File: src/include/dcmp_params.svh
// Sizing for the packed configuration stream decompressor
// DCMP_FIFO_DEPTH must be a power of two and at most 4
// The source starts with DCMP_FIFO_DEPTH credits and the DUT with DCMP_OUT_CREDITS

`ifndef DCMP_PARAMS_SVH
`define DCMP_PARAMS_SVH

// Width of flash words and of output words
`define DCMP_WORD_W 16

// Packet length field, a packet emits N+1 words
`define DCMP_LEN_W 12

// Input word FIFO depth, equal to the source's initial credits
`define DCMP_FIFO_DEPTH 4

// Downstream credits held by the output stage after reset
`define DCMP_OUT_CREDITS 4

`endif

File: src/verilog/dcmp_pkg.sv
// Shared types of the stream decompressor
// Header type codes not listed here decode as zero fill

`include "dcmp_params.svh"

package dcmp_pkg;

	// ************************************************************************
	// Data types
	// ************************************************************************

	// One flash or output word
	typedef logic [`DCMP_WORD_W-1:0] dcmp_word_t;

	// Packet length N, the packet carries N+1 words
	typedef logic [`DCMP_LEN_W-1:0] dcmp_len_t;

	// Header type code, bits 6..4 of the header byte
	typedef enum logic [2:0] {
		OP_ZERO   = 3'b000,
		OP_VALUE  = 3'b010,
		OP_NIBBLE = 3'b100,
		OP_RAW    = 3'b101,
		OP_ONES   = 3'b111
	} dcmp_op_e;

	// ************************************************************************
	// Decoder FSM
	// ************************************************************************

	typedef enum logic [1:0] {
		ST_HEADER,
		ST_FILL,
		ST_COPY
	} dcmp_state_e;

endpackage

File: src/verilog/flash_word_fifo.sv
// Input word FIFO; the source must hold a credit for every word it writes,
// the FIFO has no overflow guard of its own
// Pops only ever touch words counted in fill_count

`include "dcmp_params.svh"

module flash_word_fifo (
	input  logic                 clk,
	input  logic                 nreset,
	input  logic                 in_valid,
	input  dcmp_pkg::dcmp_word_t in_data,
	input  logic                 pop_one,
	input  logic                 pop_two,
	output logic [1:0]           in_credit,
	output dcmp_pkg::dcmp_word_t head0,
	output dcmp_pkg::dcmp_word_t head1,
	output logic [2:0]           fill_count
);

	localparam int PTR_W = $clog2(`DCMP_FIFO_DEPTH);

	dcmp_pkg::dcmp_word_t mem [`DCMP_FIFO_DEPTH];

	logic [PTR_W-1:0] wr_ptr;
	logic [PTR_W-1:0] rd_ptr;
	logic [PTR_W-1:0] rd_ptr_next;
	logic [2:0]       count;
	logic [1:0]       pop_cnt;

	// ************************************************************************
	// Pop request
	// ************************************************************************

	// Number of words the decoder takes this cycle
	assign pop_cnt = pop_two ? 2'd2 : (pop_one ? 2'd1 : 2'd0);

	// ************************************************************************
	// Storage
	// ************************************************************************

	always_ff @(posedge clk) begin
		if (in_valid) begin
			mem[wr_ptr] <= in_data;
		end
	end

	// Pointers wrap naturally since the depth is a power of two
	always_ff @(posedge clk) begin
		if (!nreset) begin
			wr_ptr    <= '0;
			rd_ptr    <= '0;
			count     <= '0;
			in_credit <= 2'd0;
		end else begin
			if (in_valid) begin
				wr_ptr <= wr_ptr + 1'b1;
			end
			rd_ptr <= rd_ptr + PTR_W'(pop_cnt);
			count  <= count + {2'b00, in_valid} - {1'b0, pop_cnt};
			// Freed slots go back to the source one cycle after the pop
			in_credit <= pop_cnt;
		end
	end

	// ************************************************************************
	// Head words for the decoder
	// ************************************************************************

	assign rd_ptr_next = rd_ptr + 1'b1;

	// head1 is only meaningful when two or more words are stored
	assign head0      = mem[rd_ptr];
	assign head1      = mem[rd_ptr_next];
	assign fill_count = count;

endmodule

File: src/verilog/packet_decoder.sv
// Packet header decoder and fill/copy word generator
// Emits at most one word per cycle, and only while can_accept is high
// Unsupported type codes, nibble included, expand as zero fill

module packet_decoder (
	input  logic                 clk,
	input  logic                 nreset,
	input  dcmp_pkg::dcmp_word_t head0,
	input  dcmp_pkg::dcmp_word_t head1,
	input  logic [2:0]           fill_count,
	input  logic                 can_accept,
	output logic                 pop_one,
	output logic                 pop_two,
	output logic                 word_valid,
	output dcmp_pkg::dcmp_word_t word
);

	dcmp_pkg::dcmp_state_e state;
	dcmp_pkg::dcmp_len_t   remain;
	dcmp_pkg::dcmp_word_t  fill_word;

	logic                 hdr_long;
	dcmp_pkg::dcmp_op_e   hdr_op;
	dcmp_pkg::dcmp_len_t  hdr_len;
	logic [7:0]           hdr_byte;
	logic                 hdr_two_words;
	logic                 hdr_ready;
	dcmp_pkg::dcmp_word_t hdr_fill;
	logic                 last_word;

	// ************************************************************************
	// Header field decode
	// ************************************************************************

	// Header byte sits in the low half of head0
	assign hdr_long = head0[7];
	assign hdr_op   = dcmp_pkg::dcmp_op_e'(head0[6:4]);

	// Long form puts byte 1 above the four low length bits
	assign hdr_len = hdr_long ? {head0[15:8], head0[3:0]} : {8'h00, head0[3:0]};

	// Only a long value header spills into a second word
	assign hdr_two_words = hdr_long && (hdr_op == dcmp_pkg::OP_VALUE);

	// Fill byte is byte 1 for short headers, byte 2 for long ones
	assign hdr_byte = hdr_long ? head1[7:0] : head0[15:8];

	// Whole header must be stored before it is taken
	always_comb begin
		hdr_ready = 1'b0;
		if (state == dcmp_pkg::ST_HEADER) begin
			if (hdr_two_words) begin
				hdr_ready = (fill_count >= 3'd2);
			end else begin
				hdr_ready = (fill_count != 3'd0);
			end
		end
	end

	// Word repeated for the whole packet
	always_comb begin
		case (hdr_op)
			dcmp_pkg::OP_ONES:  hdr_fill = '1;
			dcmp_pkg::OP_VALUE: hdr_fill = {hdr_byte, hdr_byte};
			default:            hdr_fill = '0;
		endcase
	end

	// ************************************************************************
	// Word generation and FIFO pops
	// ************************************************************************

	assign last_word = (remain == '0);

	always_comb begin
		pop_one    = 1'b0;
		pop_two    = 1'b0;
		word_valid = 1'b0;
		word       = fill_word;
		case (state)
			dcmp_pkg::ST_HEADER: begin
				pop_two = hdr_ready && hdr_two_words;
				pop_one = hdr_ready && !hdr_two_words;
			end
			dcmp_pkg::ST_FILL: begin
				word_valid = can_accept;
			end
			dcmp_pkg::ST_COPY: begin
				// Raw data passes straight from the FIFO head
				word_valid = can_accept && (fill_count != 3'd0);
				pop_one    = word_valid;
				word       = head0;
			end
			default: begin
				word_valid = 1'b0;
			end
		endcase
	end

	// ************************************************************************
	// FSM and length counter
	// ************************************************************************

	always_ff @(posedge clk) begin
		if (!nreset) begin
			state  <= dcmp_pkg::ST_HEADER;
			remain <= '0;
		end else begin
			case (state)
				dcmp_pkg::ST_HEADER: begin
					if (hdr_ready) begin
						remain <= hdr_len;
						if (hdr_op == dcmp_pkg::OP_RAW) begin
							state <= dcmp_pkg::ST_COPY;
						end else begin
							state <= dcmp_pkg::ST_FILL;
						end
					end
				end
				dcmp_pkg::ST_FILL,
				dcmp_pkg::ST_COPY: begin
					// Counter runs N down to zero, the zero word is the last
					if (word_valid) begin
						if (last_word) begin
							state <= dcmp_pkg::ST_HEADER;
						end else begin
							remain <= remain - 1'b1;
						end
					end
				end
				default: begin
					state <= dcmp_pkg::ST_HEADER;
				end
			endcase
		end
	end

	// Fill word is captured with the header
	always_ff @(posedge clk) begin
		if (hdr_ready) begin
			fill_word <= hdr_fill;
		end
	end

endmodule

File: src/verilog/credit_output.sv
// Registered output stage with downstream credit tracking
// The sink returns one out_credit pulse per word it consumes

`include "dcmp_params.svh"

module credit_output (
	input  logic                 clk,
	input  logic                 nreset,
	input  logic                 word_valid,
	input  dcmp_pkg::dcmp_word_t word,
	input  logic                 out_credit,
	output logic                 can_accept,
	output logic                 out_valid,
	output dcmp_pkg::dcmp_word_t out_data
);

	localparam int CRD_W = $clog2(`DCMP_OUT_CREDITS + 1);

	logic [CRD_W-1:0] credits;
	logic             accept;

	// Decoder may send while any credit is left
	assign can_accept = (credits != '0);
	assign accept     = word_valid && can_accept;

	// ************************************************************************
	// Credit counter and valid
	// ************************************************************************

	always_ff @(posedge clk) begin
		if (!nreset) begin
			credits   <= CRD_W'(`DCMP_OUT_CREDITS);
			out_valid <= 1'b0;
		end else begin
			out_valid <= accept;
			case ({accept, out_credit})
				2'b10:   credits <= credits - 1'b1;
				2'b01:   credits <= credits + 1'b1;
				// Send and return together cancel out
				default: credits <= credits;
			endcase
		end
	end

	// Output data register
	always_ff @(posedge clk) begin
		if (accept) begin
			out_data <= word;
		end
	end

endmodule

File: src/verilog/packet_decompressor.sv
// Stream decompressor top, runs continuously once nreset is released
// Credit-based handshakes on both the flash side and the output side

module packet_decompressor (
	input  logic                 clk,
	input  logic                 nreset,
	input  logic                 in_valid,
	input  dcmp_pkg::dcmp_word_t in_data,
	input  logic                 out_credit,
	output logic [1:0]           in_credit,
	output logic                 out_valid,
	output dcmp_pkg::dcmp_word_t out_data
);

	dcmp_pkg::dcmp_word_t head0;
	dcmp_pkg::dcmp_word_t head1;
	logic [2:0]           fill_count;
	logic                 pop_one;
	logic                 pop_two;
	logic                 word_valid;
	dcmp_pkg::dcmp_word_t word;
	logic                 can_accept;

	// Flash words in, two head words out
	flash_word_fifo fifo0 (
		.clk        (clk),
		.nreset     (nreset),
		.in_valid   (in_valid),
		.in_data    (in_data),
		.pop_one    (pop_one),
		.pop_two    (pop_two),
		.in_credit  (in_credit),
		.head0      (head0),
		.head1      (head1),
		.fill_count (fill_count)
	);

	packet_decoder decoder0 (
		.clk        (clk),
		.nreset     (nreset),
		.head0      (head0),
		.head1      (head1),
		.fill_count (fill_count),
		.can_accept (can_accept),
		.pop_one    (pop_one),
		.pop_two    (pop_two),
		.word_valid (word_valid),
		.word       (word)
	);

	credit_output output0 (
		.clk        (clk),
		.nreset     (nreset),
		.word_valid (word_valid),
		.word       (word),
		.out_credit (out_credit),
		.can_accept (can_accept),
		.out_valid  (out_valid),
		.out_data   (out_data)
	);

endmodule

File: config.mk
export PLATFORM = sky130hd
export DESIGN_NAME = packet_decompressor
export DESIGN_NICKNAME = d
export VERILOG_FILES = /design/src/verilog/dcmp_pkg.sv /design/src/verilog/flash_word_fifo.sv /design/src/verilog/packet_decoder.sv /design/src/verilog/credit_output.sv /design/src/verilog/packet_decompressor.sv
export VERILOG_INCLUDE_DIRS = /design/src /design/src/include
export SDC_FILE = /design/constraint.sdc
export NUM_CORES = 1
export LEC_CHECK = 0
export BUFFER_PORTS_ARGS = -buffer_cell sky130_fd_sc_hd__buf_2
export CAP_MARGIN = 20
export CORE_MARGIN = 2
export CORE_UTILIZATION = 45
export DETAILED_ROUTE_END_ITERATION = 7
export HOLD_SLACK_MARGIN = 0.03
export PLACE_DENSITY = 0.7
export SLEW_MARGIN = 10
export SYNTH_ARGS = -nofsm -noshare
export SYNTH_HDL_FRONTEND = slang
export SYNTH_SLANG_ARGS = --single-unit
File: constraint.sdc
create_clock -name clk -period 3.85 [get_ports clk]
set_clock_uncertainty 0.05 [all_clocks]
set_input_delay 0.9625 -clock clk [delete_from_list [all_inputs] [get_ports clk]]
set_output_delay 0.9625 -clock clk [all_outputs]
set_load 0.01 [all_outputs]
======== Yosys cells after proc, flatten, opt, wreduce, memory -nomap -nowiden ========
Memory sizes are Yosys's and may differ from the RTL's. A register that Yosys moved wholly into a read port is not among the register bits.
Cells that the tools add are included.
operators by class
  add/sub/neg operators ................... 8
  multiply operators ...................... 0
  div/mod/pow operators ................... 0
  magnitude comparators ................... 1
  eq/ne operators ......................... 11
  shifts and indexed selects .............. 0
  muxes and demuxes ....................... 24
  bitwise gates (word level) .............. 0
  reductions and logical operators ........ 15
operators with widths
  cell                     number
  $mux W12                 4
  $pmux W16 S2             1
  $pmux W12 S2             1
  $mux W16                 1
  $logic_not A12 Y1        1
  $mux W2                  6
  $sub A12 B1 Y12 const B  1
  $mux W8                  1
  $eq A3 B3 Y1 const B     2
  $mux W1                  6
  $ne A2 B1 Y1 const B     3
  $pmux W3 S2              1
  $reduce_bool A3 Y1       2
  $logic_and A1 B1 Y1      5
  $add A2 B1 Y2 const B    2
  $eq A2 B1 Y1 const B     2
  $eq A2 B2 Y1 const B     2
  $pmux W1 S2              2
  $pmux W2 S2              1
  $reduce_and A4 Y1        1
  $reduce_bool A2 Y1       2
  $add A3 B1 Y3            1
  $add A3 B1 Y3 const B    1
  $eq A3 B2 Y1 const B     1
  9 further kinds          9
word-level totals
  bits in registers ....................... 59
  latch bits .............................. 0
  RAM bits ................................ 64
  bits in read-only memories .............. 0
  bits of input ports ..................... 20
  output and inout port bits .............. 19
  logic and storage cells ................. 70
  memories ................................ 1
memories
  memory     depth  width  rd ports  clocked after Yosys merged registers in  wr ports  line                   RTL
  fifo0.mem  4      16     2         1                                        1         flash_word_fifo.sv:22  dcmp_pkg::dcmp_word_t mem [`DCMP_FIFO_DEPTH];

======== Logic depth before layout (Yosys ltp) ========
Gate-level depths: netlist of the first run.
  depth in word-level cells ............... 10
  gate-level depth with buffers ........... 12
  depth with buffers taken out ............ 12

======== Modules after synthesis ========
From an unflattened synthesis of the first run, not the netlist that was laid out.
unflattened totals
  cell total of the unflattened synthesis .. 415
  area, all modules ....................... 5686.7 sq um
by module, submodules not included
  module           times used  cells each  area each (sq um)  sequential area each (sq um)
  flash_word_fifo  1           148         3203.1             2102.0
  packet_decoder   1           232         1805.5             520.5
  credit_output    1           35          678.2              560.5

======== Worst setup path after synthesis of the first run ========
OpenSTA, ideal clock, no wires.
  kind .................................... register to register
  from .................................... reg fifo0.rd_ptr[0] (netlist name)
  to ...................................... reg fifo0.count[2], in the netlist fifo0.fill_count[2]
  library setup time ...................... 128 ps
  arrival ................................. 3015 ps
  required time ........................... 3672 ps
  slack ................................... 657 ps
  stages on the path, launching flop included .. 13
  path buffers ............................ 1
  clock period less this slack ............ 3193 ps
  cells stage by stage .................... dfxtp_1 buf_2 mux4_2 nand4bb_4 nor3_2 nor3_1 ha_1 inv_1 ha_1 fa_1 xnor2_1 xnor2_1 nor2_1
RTL lines
  what                    line                   RTL
  end signal: assignment  flash_word_fifo.sv:59  count <= count + {2'b00, in_valid} - {1'b0, pop_cnt};
  end: declaration        flash_word_fifo.sv:27  logic [2:0] count;

==> results of run 1 <==
-- logic make-up (layout without fill, tap and decap cells) --
| kind of cell | after synthesis | count (layout) | share of synthesized area [%] |
|---|---|---|---|
| compound gates | 65 | 65 | 8.457 |
| simple gates | 120 | 120 | 11.51 |
| mux | 35 | 35 | 11.18 |
| flops | 115 | 115 | 59.76 |
| xor+xnor | 9 | 9 | 1.480 |
| fa+ha+maj | 15 | 15 | 3.806 |
| buf+inv | 37 | 95 | 3.805 |
-- layout by cell type (no fill, tap or decap), types with 16 or more instances in the layout --
master,instances
a21oi_1,16
buf_2,38
clkbuf_16,17
dfxtp_1,27
edfxtp_1,88
inv_1,16
mux4_2,18
nand2_1,48
nor2_1,18
o21ai_0,18
-- power by group --
part	switching, uW	leakage [uW]	internal [uW]
Clock	568	0.000259	823
Combinational	1090	0.000982	746
Sequential	133	0.00104	1610
-- layout make-up --
cell class | instances | area share (%)
clock buffer | 17 | 6.922
clock inverter | 15 | 1.751
inverter | 18 | 1.099
multi-input combinational | 244 | 31.58
sequential | 115 | 51.79
tap | 143 | 2.911
timing repair buffer | 45 | 3.950
-- how the worst min path moves through the flow --
stage | from | to | slack (ns) | cells past startpoint
CTS | decoder0.state[1] | decoder0.state[1] | 0.44 | 2
global route | decoder0.state[0] | decoder0.state[0] | 0.46 | 2
detailed placement | decoder0.remain[8] | decoder0.remain[8] | 0.43 | 2
global placement | decoder0.remain[8] | decoder0.remain[8] | 0.42 | 2
floorplan | decoder0.remain[8] | decoder0.remain[8] | 0.40 | 2
finish | decoder0.state[1] | decoder0.state[1] | 0.44 | 2
-- metal layers --
| layer | track usage, % | share of wire [%] |
|---|---|---|
| met3 | 4.606 | 5.6 |
| met2 | 27.70 | 48 |
| met4 | 4.797 | 1.4 |
| met5 | 0 | 0 |
| met1 | 24.11 | 45 |
-- worst max-delay path, delay by kind of cell (launching register included) --
family | cells | cell delay [ns]
AOI/OAI and AO/OA | 1 | 0.12
xor gates and xnor gates | 2 | 0.30
adders and majority gates | 3 | 0.73
buffers and inverters | 2 | 0.30
DFF | 1 | 0.45
muxes | 1 | 0.71
and+or+nand+nor | 3 | 0.58
-- state kept, by name, indices dropped and copies added (netlist names), 3 cells and up --
signal              count
decoder0.fill_word      8
decoder0.remain        12
fifo0.fill_count        3
fifo0.mem              64
output0.credits         3
output0.out_data       16
-- metrics by stage --
stage	setup slack, ns	std cells
final	0.4638	597
after global placement	0.5410	565
after detailed placement	0.4488	565
after CTS	0.4278	597
after floorplan	0.6574	396
after global routing	0.2001	597
==> impl_metrics.yaml, run 1 <==
final_layout:
  multi_input_area_mm2: 0.001941
  final_nets: 476
  seq_area_mm2: 0.003183
  utilization_pct: 53.60
  fillers: 934
  area_delta_synth_final_pct: 15.39
  drive_gt1_share_pct: 23.79
  antenna_cells: 0
  final_cell_area_mm2: 0.006146
routing:
  antenna_left: 0
  dr.first_iter.drc_count: 202
  drcViolationCount: 0
  vias_per_cell: 5.704
  drtPass1Iterations: 5
  wirelength_um: 10450
  wl_per_cell_um: 17.50
  dr_total_vias: 3405
timing:
  tightest_slew_ns: 0.8847
  maxSlewViolCount: 0
  fin_tns_setup_ns: 0
  hold_viol_final: 0
  fin_crit_ns: 3.386
  maxClockFrequency_mhz: 295.3
  whs_ns: 0.4377
  timing.final.crit_share_pct: 87.95
  slew_headroom_pct: 41.02
  rsz0062_at_grt: "false"
  finalSetupViolCount: 0
outcome:
  status: "complete, no violations"
synth:
  ys_top_cells_by_area: "edfxtp_1 50%, dfxtp_1 10%, mux4_2 7.6%"
  synth_top_cell_area_share_pct: 49.61
  syn-num-nets: 431
  synth_cells: 396
  synth.distinct_cells: 59
  avgSynthCellArea_um2: 13.45
  yosysTopAreaCell: "edfxtp_1"
  yosysMostFrequentCell: "edfxtp_1"
  synth_common_cells: "88 x edfxtp_1, 48 x nand2_1, 27 x dfxtp_1"
  yosysSeqAreaShare_pct: 59.76
  synth-edff-count: 88
  async_reset_ff_share_pct: 0
  yosysWarningCount: 0
  ys_ff_latch: 115
  syn_area_mm2: 0.005326
  synth_ff_type: "edfxtp_1"
clocking:
  cts_inserted_buffers: 17
  ctsHoldBuffers: 0
  post-cts-setup-buffer-count: 0
  clk_path_buf_depth: 2
  clkTransAtPathRegs_ns: 0.05
  clock_latency_ns: 0.41
  cts_root_buffer: "clkbuf_16"
  cts_tree: "yes"
  cts-resized-gates: 0
  ctsHtreeMaxLevel: 4
  numClockSinks: 115
setup_path:
  reg2reg_depth: 12
  worstPathRequired_ns: 4.06
  startpoint: "fifo0.rd_ptr[0]"
  crit_path_max_fanout: 13
  critPathLaunchType: "flop"
  crit_path_end: "fifo0.fill_count[2]"
  critical_path_class: "reg2reg"
  r2r-end: "fifo0.fill_count[2]"
  crit_chain: "buf_4 -> mux4_2 -> nand4bb_4 -> a22oi_1 -> nor3_1 -> ha_1 -> inv_1 -> ha_1 -> fa_1 -> xnor2_1 -> xnor2_1 -> nor2_1"
  arrival_ns: 3.60
  reg2reg_slack_ns: 0.46
  timing.rr.start: "fifo0.rd_ptr[0]"
  endpoint_kind: "flop"
  slowest_stage: "mux4_2"
  cpPeakStageDelay_ns: 0.71
floorplan:
  rows: 39
  ios: 39
  fp.dieArea_mm2: 0.01272
  core-area_mm2: 0.01147
  start_util_pct: 46.45
  die_x_um: 112.8
  fp.dieH_um: 112.8
global_routing:
  grt_pass1_wl_um: 17250
  grt_max_degree: 22
  antenna_found_initial: 0
  grt_pass1_vias: 3331
  track_usage_pct: 17.48
  grt-ovfl-total: 0
place:
  hpwl_um: 7235
  portBuffers: 38
  postPlaceCellArea_mm2: 0.005613
  gp_congestion: 0.8704
power:
  peakVddDrop_uv: 404.5
  p_leak_uw: 0.002278
  power.density_mw_per_mm2: 808.5
  p_total_uw: 4969
hold_path:
  hp-class: "reg2reg"
flow_run:
  maxCapViolations: 0
(Power assumes the default switching activity.)
==> run 2, diff against run 1 <==
Settings changed: PLACE_DENSITY 0.7 to unset.
==> run 2 against run 1 <==
Effect of this change:
- sequential power hardly changed
- worst setup slack worse by 0.097 ns
- hold slack improved by 0.00073 ns
- largest power group unchanged
- combinational power about the same
- via count decreased by 2.2%
==> impl_metrics.yaml, run 2 (synthesis results as in run 1) <==
timing:
  hold_viol_final: 0
  rsz0062_at_grt: "false"
  fin_crit_ns: 3.483
  maxClockFrequency_mhz: 287.1
  timing.final.crit_share_pct: 90.47
  tightest_slew_ns: 0.8619
  whs_ns: 0.4384
  finalSetupViolCount: 0
  slew_headroom_pct: 42.54
  fin_tns_setup_ns: 0
  maxSlewViolCount: 0
power:
  p_leak_uw: 0.002272
  seq_power_share_pct: 34.7
  p_switching_uw: 1801
  clkPwrFrac_pct: 28.3
  p_total_uw: 5053
  power.density_mw_per_mm2: 819.7
  intPower_uw: 3252
  swShare_pct: 35.64
  peakVddDrop_uv: 413.9
  combPwrFrac_pct: 37.0
routing:
  dr_total_vias: 3329
  drcViolationCount: 0
  vias_per_cell: 5.567
  dr.first_iter.drc_count: 247
  wirelength_um: 11060
  wl_per_cell_um: 18.50
  antenna_left: 0
  drtPass1Iterations: 7
global_routing:
  grt_max_degree: 22
  grt_pass1_vias: 3353
  grt_pass1_wl_um: 17790
  grt-ovfl-total: 0
  antenna_found_initial: 0
  track_usage_pct: 18.56
floorplan:
  start_util_pct: 46.45
  die_x_um: 112.8
  core-area_mm2: 0.01147
  rows: 39
  fp.dieH_um: 112.8
  fp.dieArea_mm2: 0.01272
  ios: 39
setup_path:
  crit_path_max_fanout: 9
  startpoint: "fifo0.rd_ptr[0]"
  arrival_ns: 3.71
  endpoint_kind: "flop"
  worstPathRequired_ns: 4.08
  timing.rr.start: "fifo0.rd_ptr[0]"
  slowest_stage: "mux4_2"
  cpPeakStageDelay_ns: 0.63
  crit_buf_inv: 1
  cp_top_family: "adder cells"
  critPathLaunchType: "flop"
  crit_chain: "mux4_2 -> nand4bb_4 -> nor3_2 -> nor3_1 -> ha_1 -> inv_1 -> ha_1 -> fa_1 -> xnor2_1 -> xnor2_1 -> nor2_1"
  critical_path_class: "reg2reg"
clocking:
  ctsHoldBuffers: 0
  clk_path_buf_depth: 2
  ctsHtreeMaxLevel: 4
  cts_inserted_buffers: 17
  clock_latency_ns: 0.42
  cts_root_buffer: "clkbuf_16"
  cts-resized-gates: 0
  post-cts-setup-buffer-count: 0
  numClockSinks: 115
  clkTransAtPathRegs_ns: 0.06
  cts_tree: "yes"
hold_path:
  min_from: "decoder0.remain[8]"
  hp-class: "reg2reg"
final_layout:
  drive_gt1_share_pct: 23.74
  fillers: 950
  area_delta_synth_final_pct: 15.74
  final_nets: 477
  regMostFlops: "fifo0.mem"
  antenna_cells: 0
  reg_top3: "fifo0.mem: 64 flops, output0.out_data: 16 flops, decoder0.remain: 12 flops"
  mostFrequentLayoutCells: "88 x edfxtp_1, 48 x nand2_1, 38 x buf_2"
  final_common_cell: "edfxtp_1"
  largest_reg_flops: 64
place:
  portBuffers: 38
  gp_congestion: 0.8944
  hpwl_um: 7469
outcome:
  status: "complete, no violations"
flow_run:
  maxCapViolations: 0
==> run 2: tightest hold or removal path: stages, from the launching register on <==
cell	delay, ns
dfxtp_1	0.32
o31ai_1	0.07
a21oi_1	0.05
==> run 2: cell type report <==
| class | instances | area (um2) | share of cell area [%] |
|---|---|---|---|
| Sequential cell | 115 | 3183 | 51.63 |
| Multi-Input combinational cell | 244 | 1941 | 31.48 |
| Clock buffer | 19 | 432.9 | 7.023 |
| Timing Repair Buffer | 46 | 250.2 | 4.059 |
| Tap cell | 143 | 178.9 | 2.902 |
| Clock inverter | 13 | 111.4 | 1.806 |
| Inverter | 18 | 67.56 | 1.096 |
==> run 2: metal layers <==
metal | track usage [%] | vias up | part of all wire (%)
li1 | - | 1590 | -
met1 | 24.74 | 1603 | 46
met2 | 28.50 | 118 | 46
met3 | 5.303 | 18 | 5.6
met4 | 8.293 | 0 | 2.4
met5 | 0 | - | 0
==> run 2: power by group through the flow <==
stage / Clock, uW / Combinational (uW) / Sequential [uW]
6_report: 1430 / 1870 / 1750
5_1_grt: 1500 / 2050 / 1780
4_1_cts: 1450 / 1860 / 1750
3_5_place_dp: 0 / 1830 / 1770
3_3_place_gp: 0 / 1800 / 1770
2_1_floorplan: 0 / 1450 / 1740
==> run 2: final timing paths <==
kind | to | slack (ns) | depth (start not counted)
setup / recovery | fifo0.fill_count[2] | 0.37 | 11
hold / removal | decoder0.remain[8] | 0.44 | 2
setup reg to reg | fifo0.fill_count[2] | 0.37 | 11
hold reg to reg | decoder0.remain[8] | 0.44 | 2
==> run 2: through the flow <==
step	std cells	instance area, um2	util, %	worst slack, ns
after floorplan	396	5326	-	0.6574
after global placement	566	5620	49.01	0.4704
after detailed placement	566	5620	49.01	0.3989
after CTS	598	6165	53.76	0.3368
after global routing	598	6165	53.76	0.1133
final	598	6165	53.76	0.3671
==> run 3, diff against run 2 <==
Settings changed: REMOVE_ABC_BUFFERS set to 1.
==> run 3 against run 2 <==
Effect of this change:
- combinational power decreased by 4%
- register-to-register slack improved by 0.08 ns
- flip-flop and latch count did not move
- clock-buffer cell count grew 1
- final cell count is 0.50% lower
- first-iteration DRC count is 15% lower
- power is 2.0% higher
- largest power group unchanged
- critical path type unchanged
- sequential power is essentially flat
==> impl_metrics.yaml, run 3 (synthesis results as in run 1) <==
outcome:
  status: "complete, no violations"
timing:
  rsz0062_at_grt: "false"
  maxClockFrequency_mhz: 293.7
  hold_viol_final: 0
  fin_crit_ns: 3.405
  slew_headroom_pct: 40.91
  timing.final.crit_share_pct: 88.45
  tightest_slew_ns: 0.8863
  finalSetupViolCount: 0
  whs_ns: 0.4323
  maxSlewViolCount: 0
  fin_tns_setup_ns: 0
routing:
  wirelength_um: 10570
  vias_per_cell: 5.583
  dr_total_vias: 3322
  drcViolationCount: 0
  antenna_left: 0
  wl_per_cell_um: 17.77
  dr.first_iter.drc_count: 209
  drtPass1Iterations: 4
clocking:
  clock_latency_ns: 0.42
  clkTransAtPathRegs_ns: 0.06
  clk_path_buf_depth: 2
  cts-resized-gates: 0
  numClockSinks: 115
  ctsHtreeMaxLevel: 4
  post-cts-setup-buffer-count: 0
  cts_tree: "yes"
  cts_root_buffer: "clkbuf_16"
  cts_inserted_buffers: 17
  ctsHoldBuffers: 0
final_layout:
  regMostFlops: "fifo0.mem"
  largest_reg_flops: 64
  reg_top3: "fifo0.mem: 64 flops, output0.out_data: 16 flops, decoder0.remain: 12 flops"
  final_common_cell: "edfxtp_1"
  antenna_cells: 0
  final_cell_area_mm2: 0.006208
  instances_no_fill: 595
  mostFrequentLayoutCells: "88 x edfxtp_1, 48 x nand2_1, 38 x buf_2"
  drive_gt1_share_pct: 23.45
  area_delta_synth_final_pct: 16.56
  final_nets: 474
hold_path:
  min_path_cells: 2
  hp-class: "reg2reg"
power:
  power.density_mw_per_mm2: 829.9
  peakVddDrop_uv: 560.8
  p_leak_uw: 0.002290
  p_total_uw: 5152
global_routing:
  grt_pass1_wl_um: 17260
  grt-ovfl-total: 0
  antenna_found_initial: 0
  grt_pass1_vias: 3337
  grt_max_degree: 24
  track_usage_pct: 18.08
floorplan:
  start_util_pct: 46.45
  fp.dieArea_mm2: 0.01272
  rows: 39
  ios: 39
  fp.dieH_um: 112.8
  die_x_um: 112.8
  core-area_mm2: 0.01147
place:
  dp.cells: 563
  hpwl_um: 7144
  postPlaceCellArea_mm2: 0.005598
  gp_congestion: 0.8736
  portBuffers: 38
setup_path:
  critical_path_class: "reg2reg"
  critPathLaunchType: "flop"
  worstPathRequired_ns: 4.08
  arrival_ns: 3.64
  reg2reg_depth: 11
  endpoint_kind: "flop"
  crit_path_max_fanout: 7
flow_run:
  maxCapViolations: 0
run 3: cell types whose count changed in the layout (fill, tap and decap cells not counted), sizes merged:
| cell | delta |
|---|---|
| clkinvlp | -1 |
| buf | -3 |
| bufinv | +2 |
| clkinv | -2 |
| clkbuf | +1 |
run 3: per-stage QoR:
| step | setup WS, ns | utilization, % |
|---|---|---|
| finish | 0.4448 | 54.14 |
| global route | 0.2369 | 54.14 |
| CTS | 0.4090 | 54.14 |
| detailed placement | 0.4248 | 48.82 |
| global placement | 0.5012 | 48.82 |
| floorplan | 0.001342 | - |
run 3: final cells by class:
cell class                      count  area [um2]
Clock buffer                       20       456.7
Fill cell                         953        5259
Multi-Input combinational cell    244        1941
Tap cell                          143       178.9
Clock inverter                     12       153.9
Timing Repair Buffer               43       227.7
Inverter                           18       67.56
Sequential cell                   115        3183
run 3: per-layer routing:
metal	part of all wire, %	up-vias	wire length, um	track usage, %
li1	-	1591	-	-
met1	46	1642	4864	23.66
met2	48	76	5046	27.58
met3	4.6	13	484	6.374
met4	1.7	0	175	7.561
met5	0	-	0	0
run 3: where the power goes:
| part | switching, uW | leakage [uW] | total (uW) | internal [uW] |
|---|---|---|---|---|
| Sequential | 148 | 0.00104 | 1760 | 1610 |
| Combinational | 1060 | 0.000971 | 1800 | 737 |
| Clock | 547 | 0.000283 | 1600 | 1050 |
run 3: final timing paths:
path | startpoint | endpoint | slack (ns)
hold reg to reg | decoder0.state[0] | decoder0.state[0] | 0.43
setup / recovery | fifo0.rd_ptr[0] | fifo0.fill_count[2] | 0.44
setup reg to reg | fifo0.rd_ptr[0] | fifo0.fill_count[2] | 0.44
hold / removal | decoder0.state[0] | decoder0.state[0] | 0.43
run 3: critical path: stages, from the launching register on:
cell and delay [ns]:
dfxtp_1 0.57, mux4_2 0.62, nand4bb_4 0.33, nor3_2 0.33
nor3_1 0.12, ha_1 0.29, inv_1 0.04, ha_1 0.18
fa_1 0.38, xnor2_1 0.17, xnor2_1 0.13, nor2_1 0.05
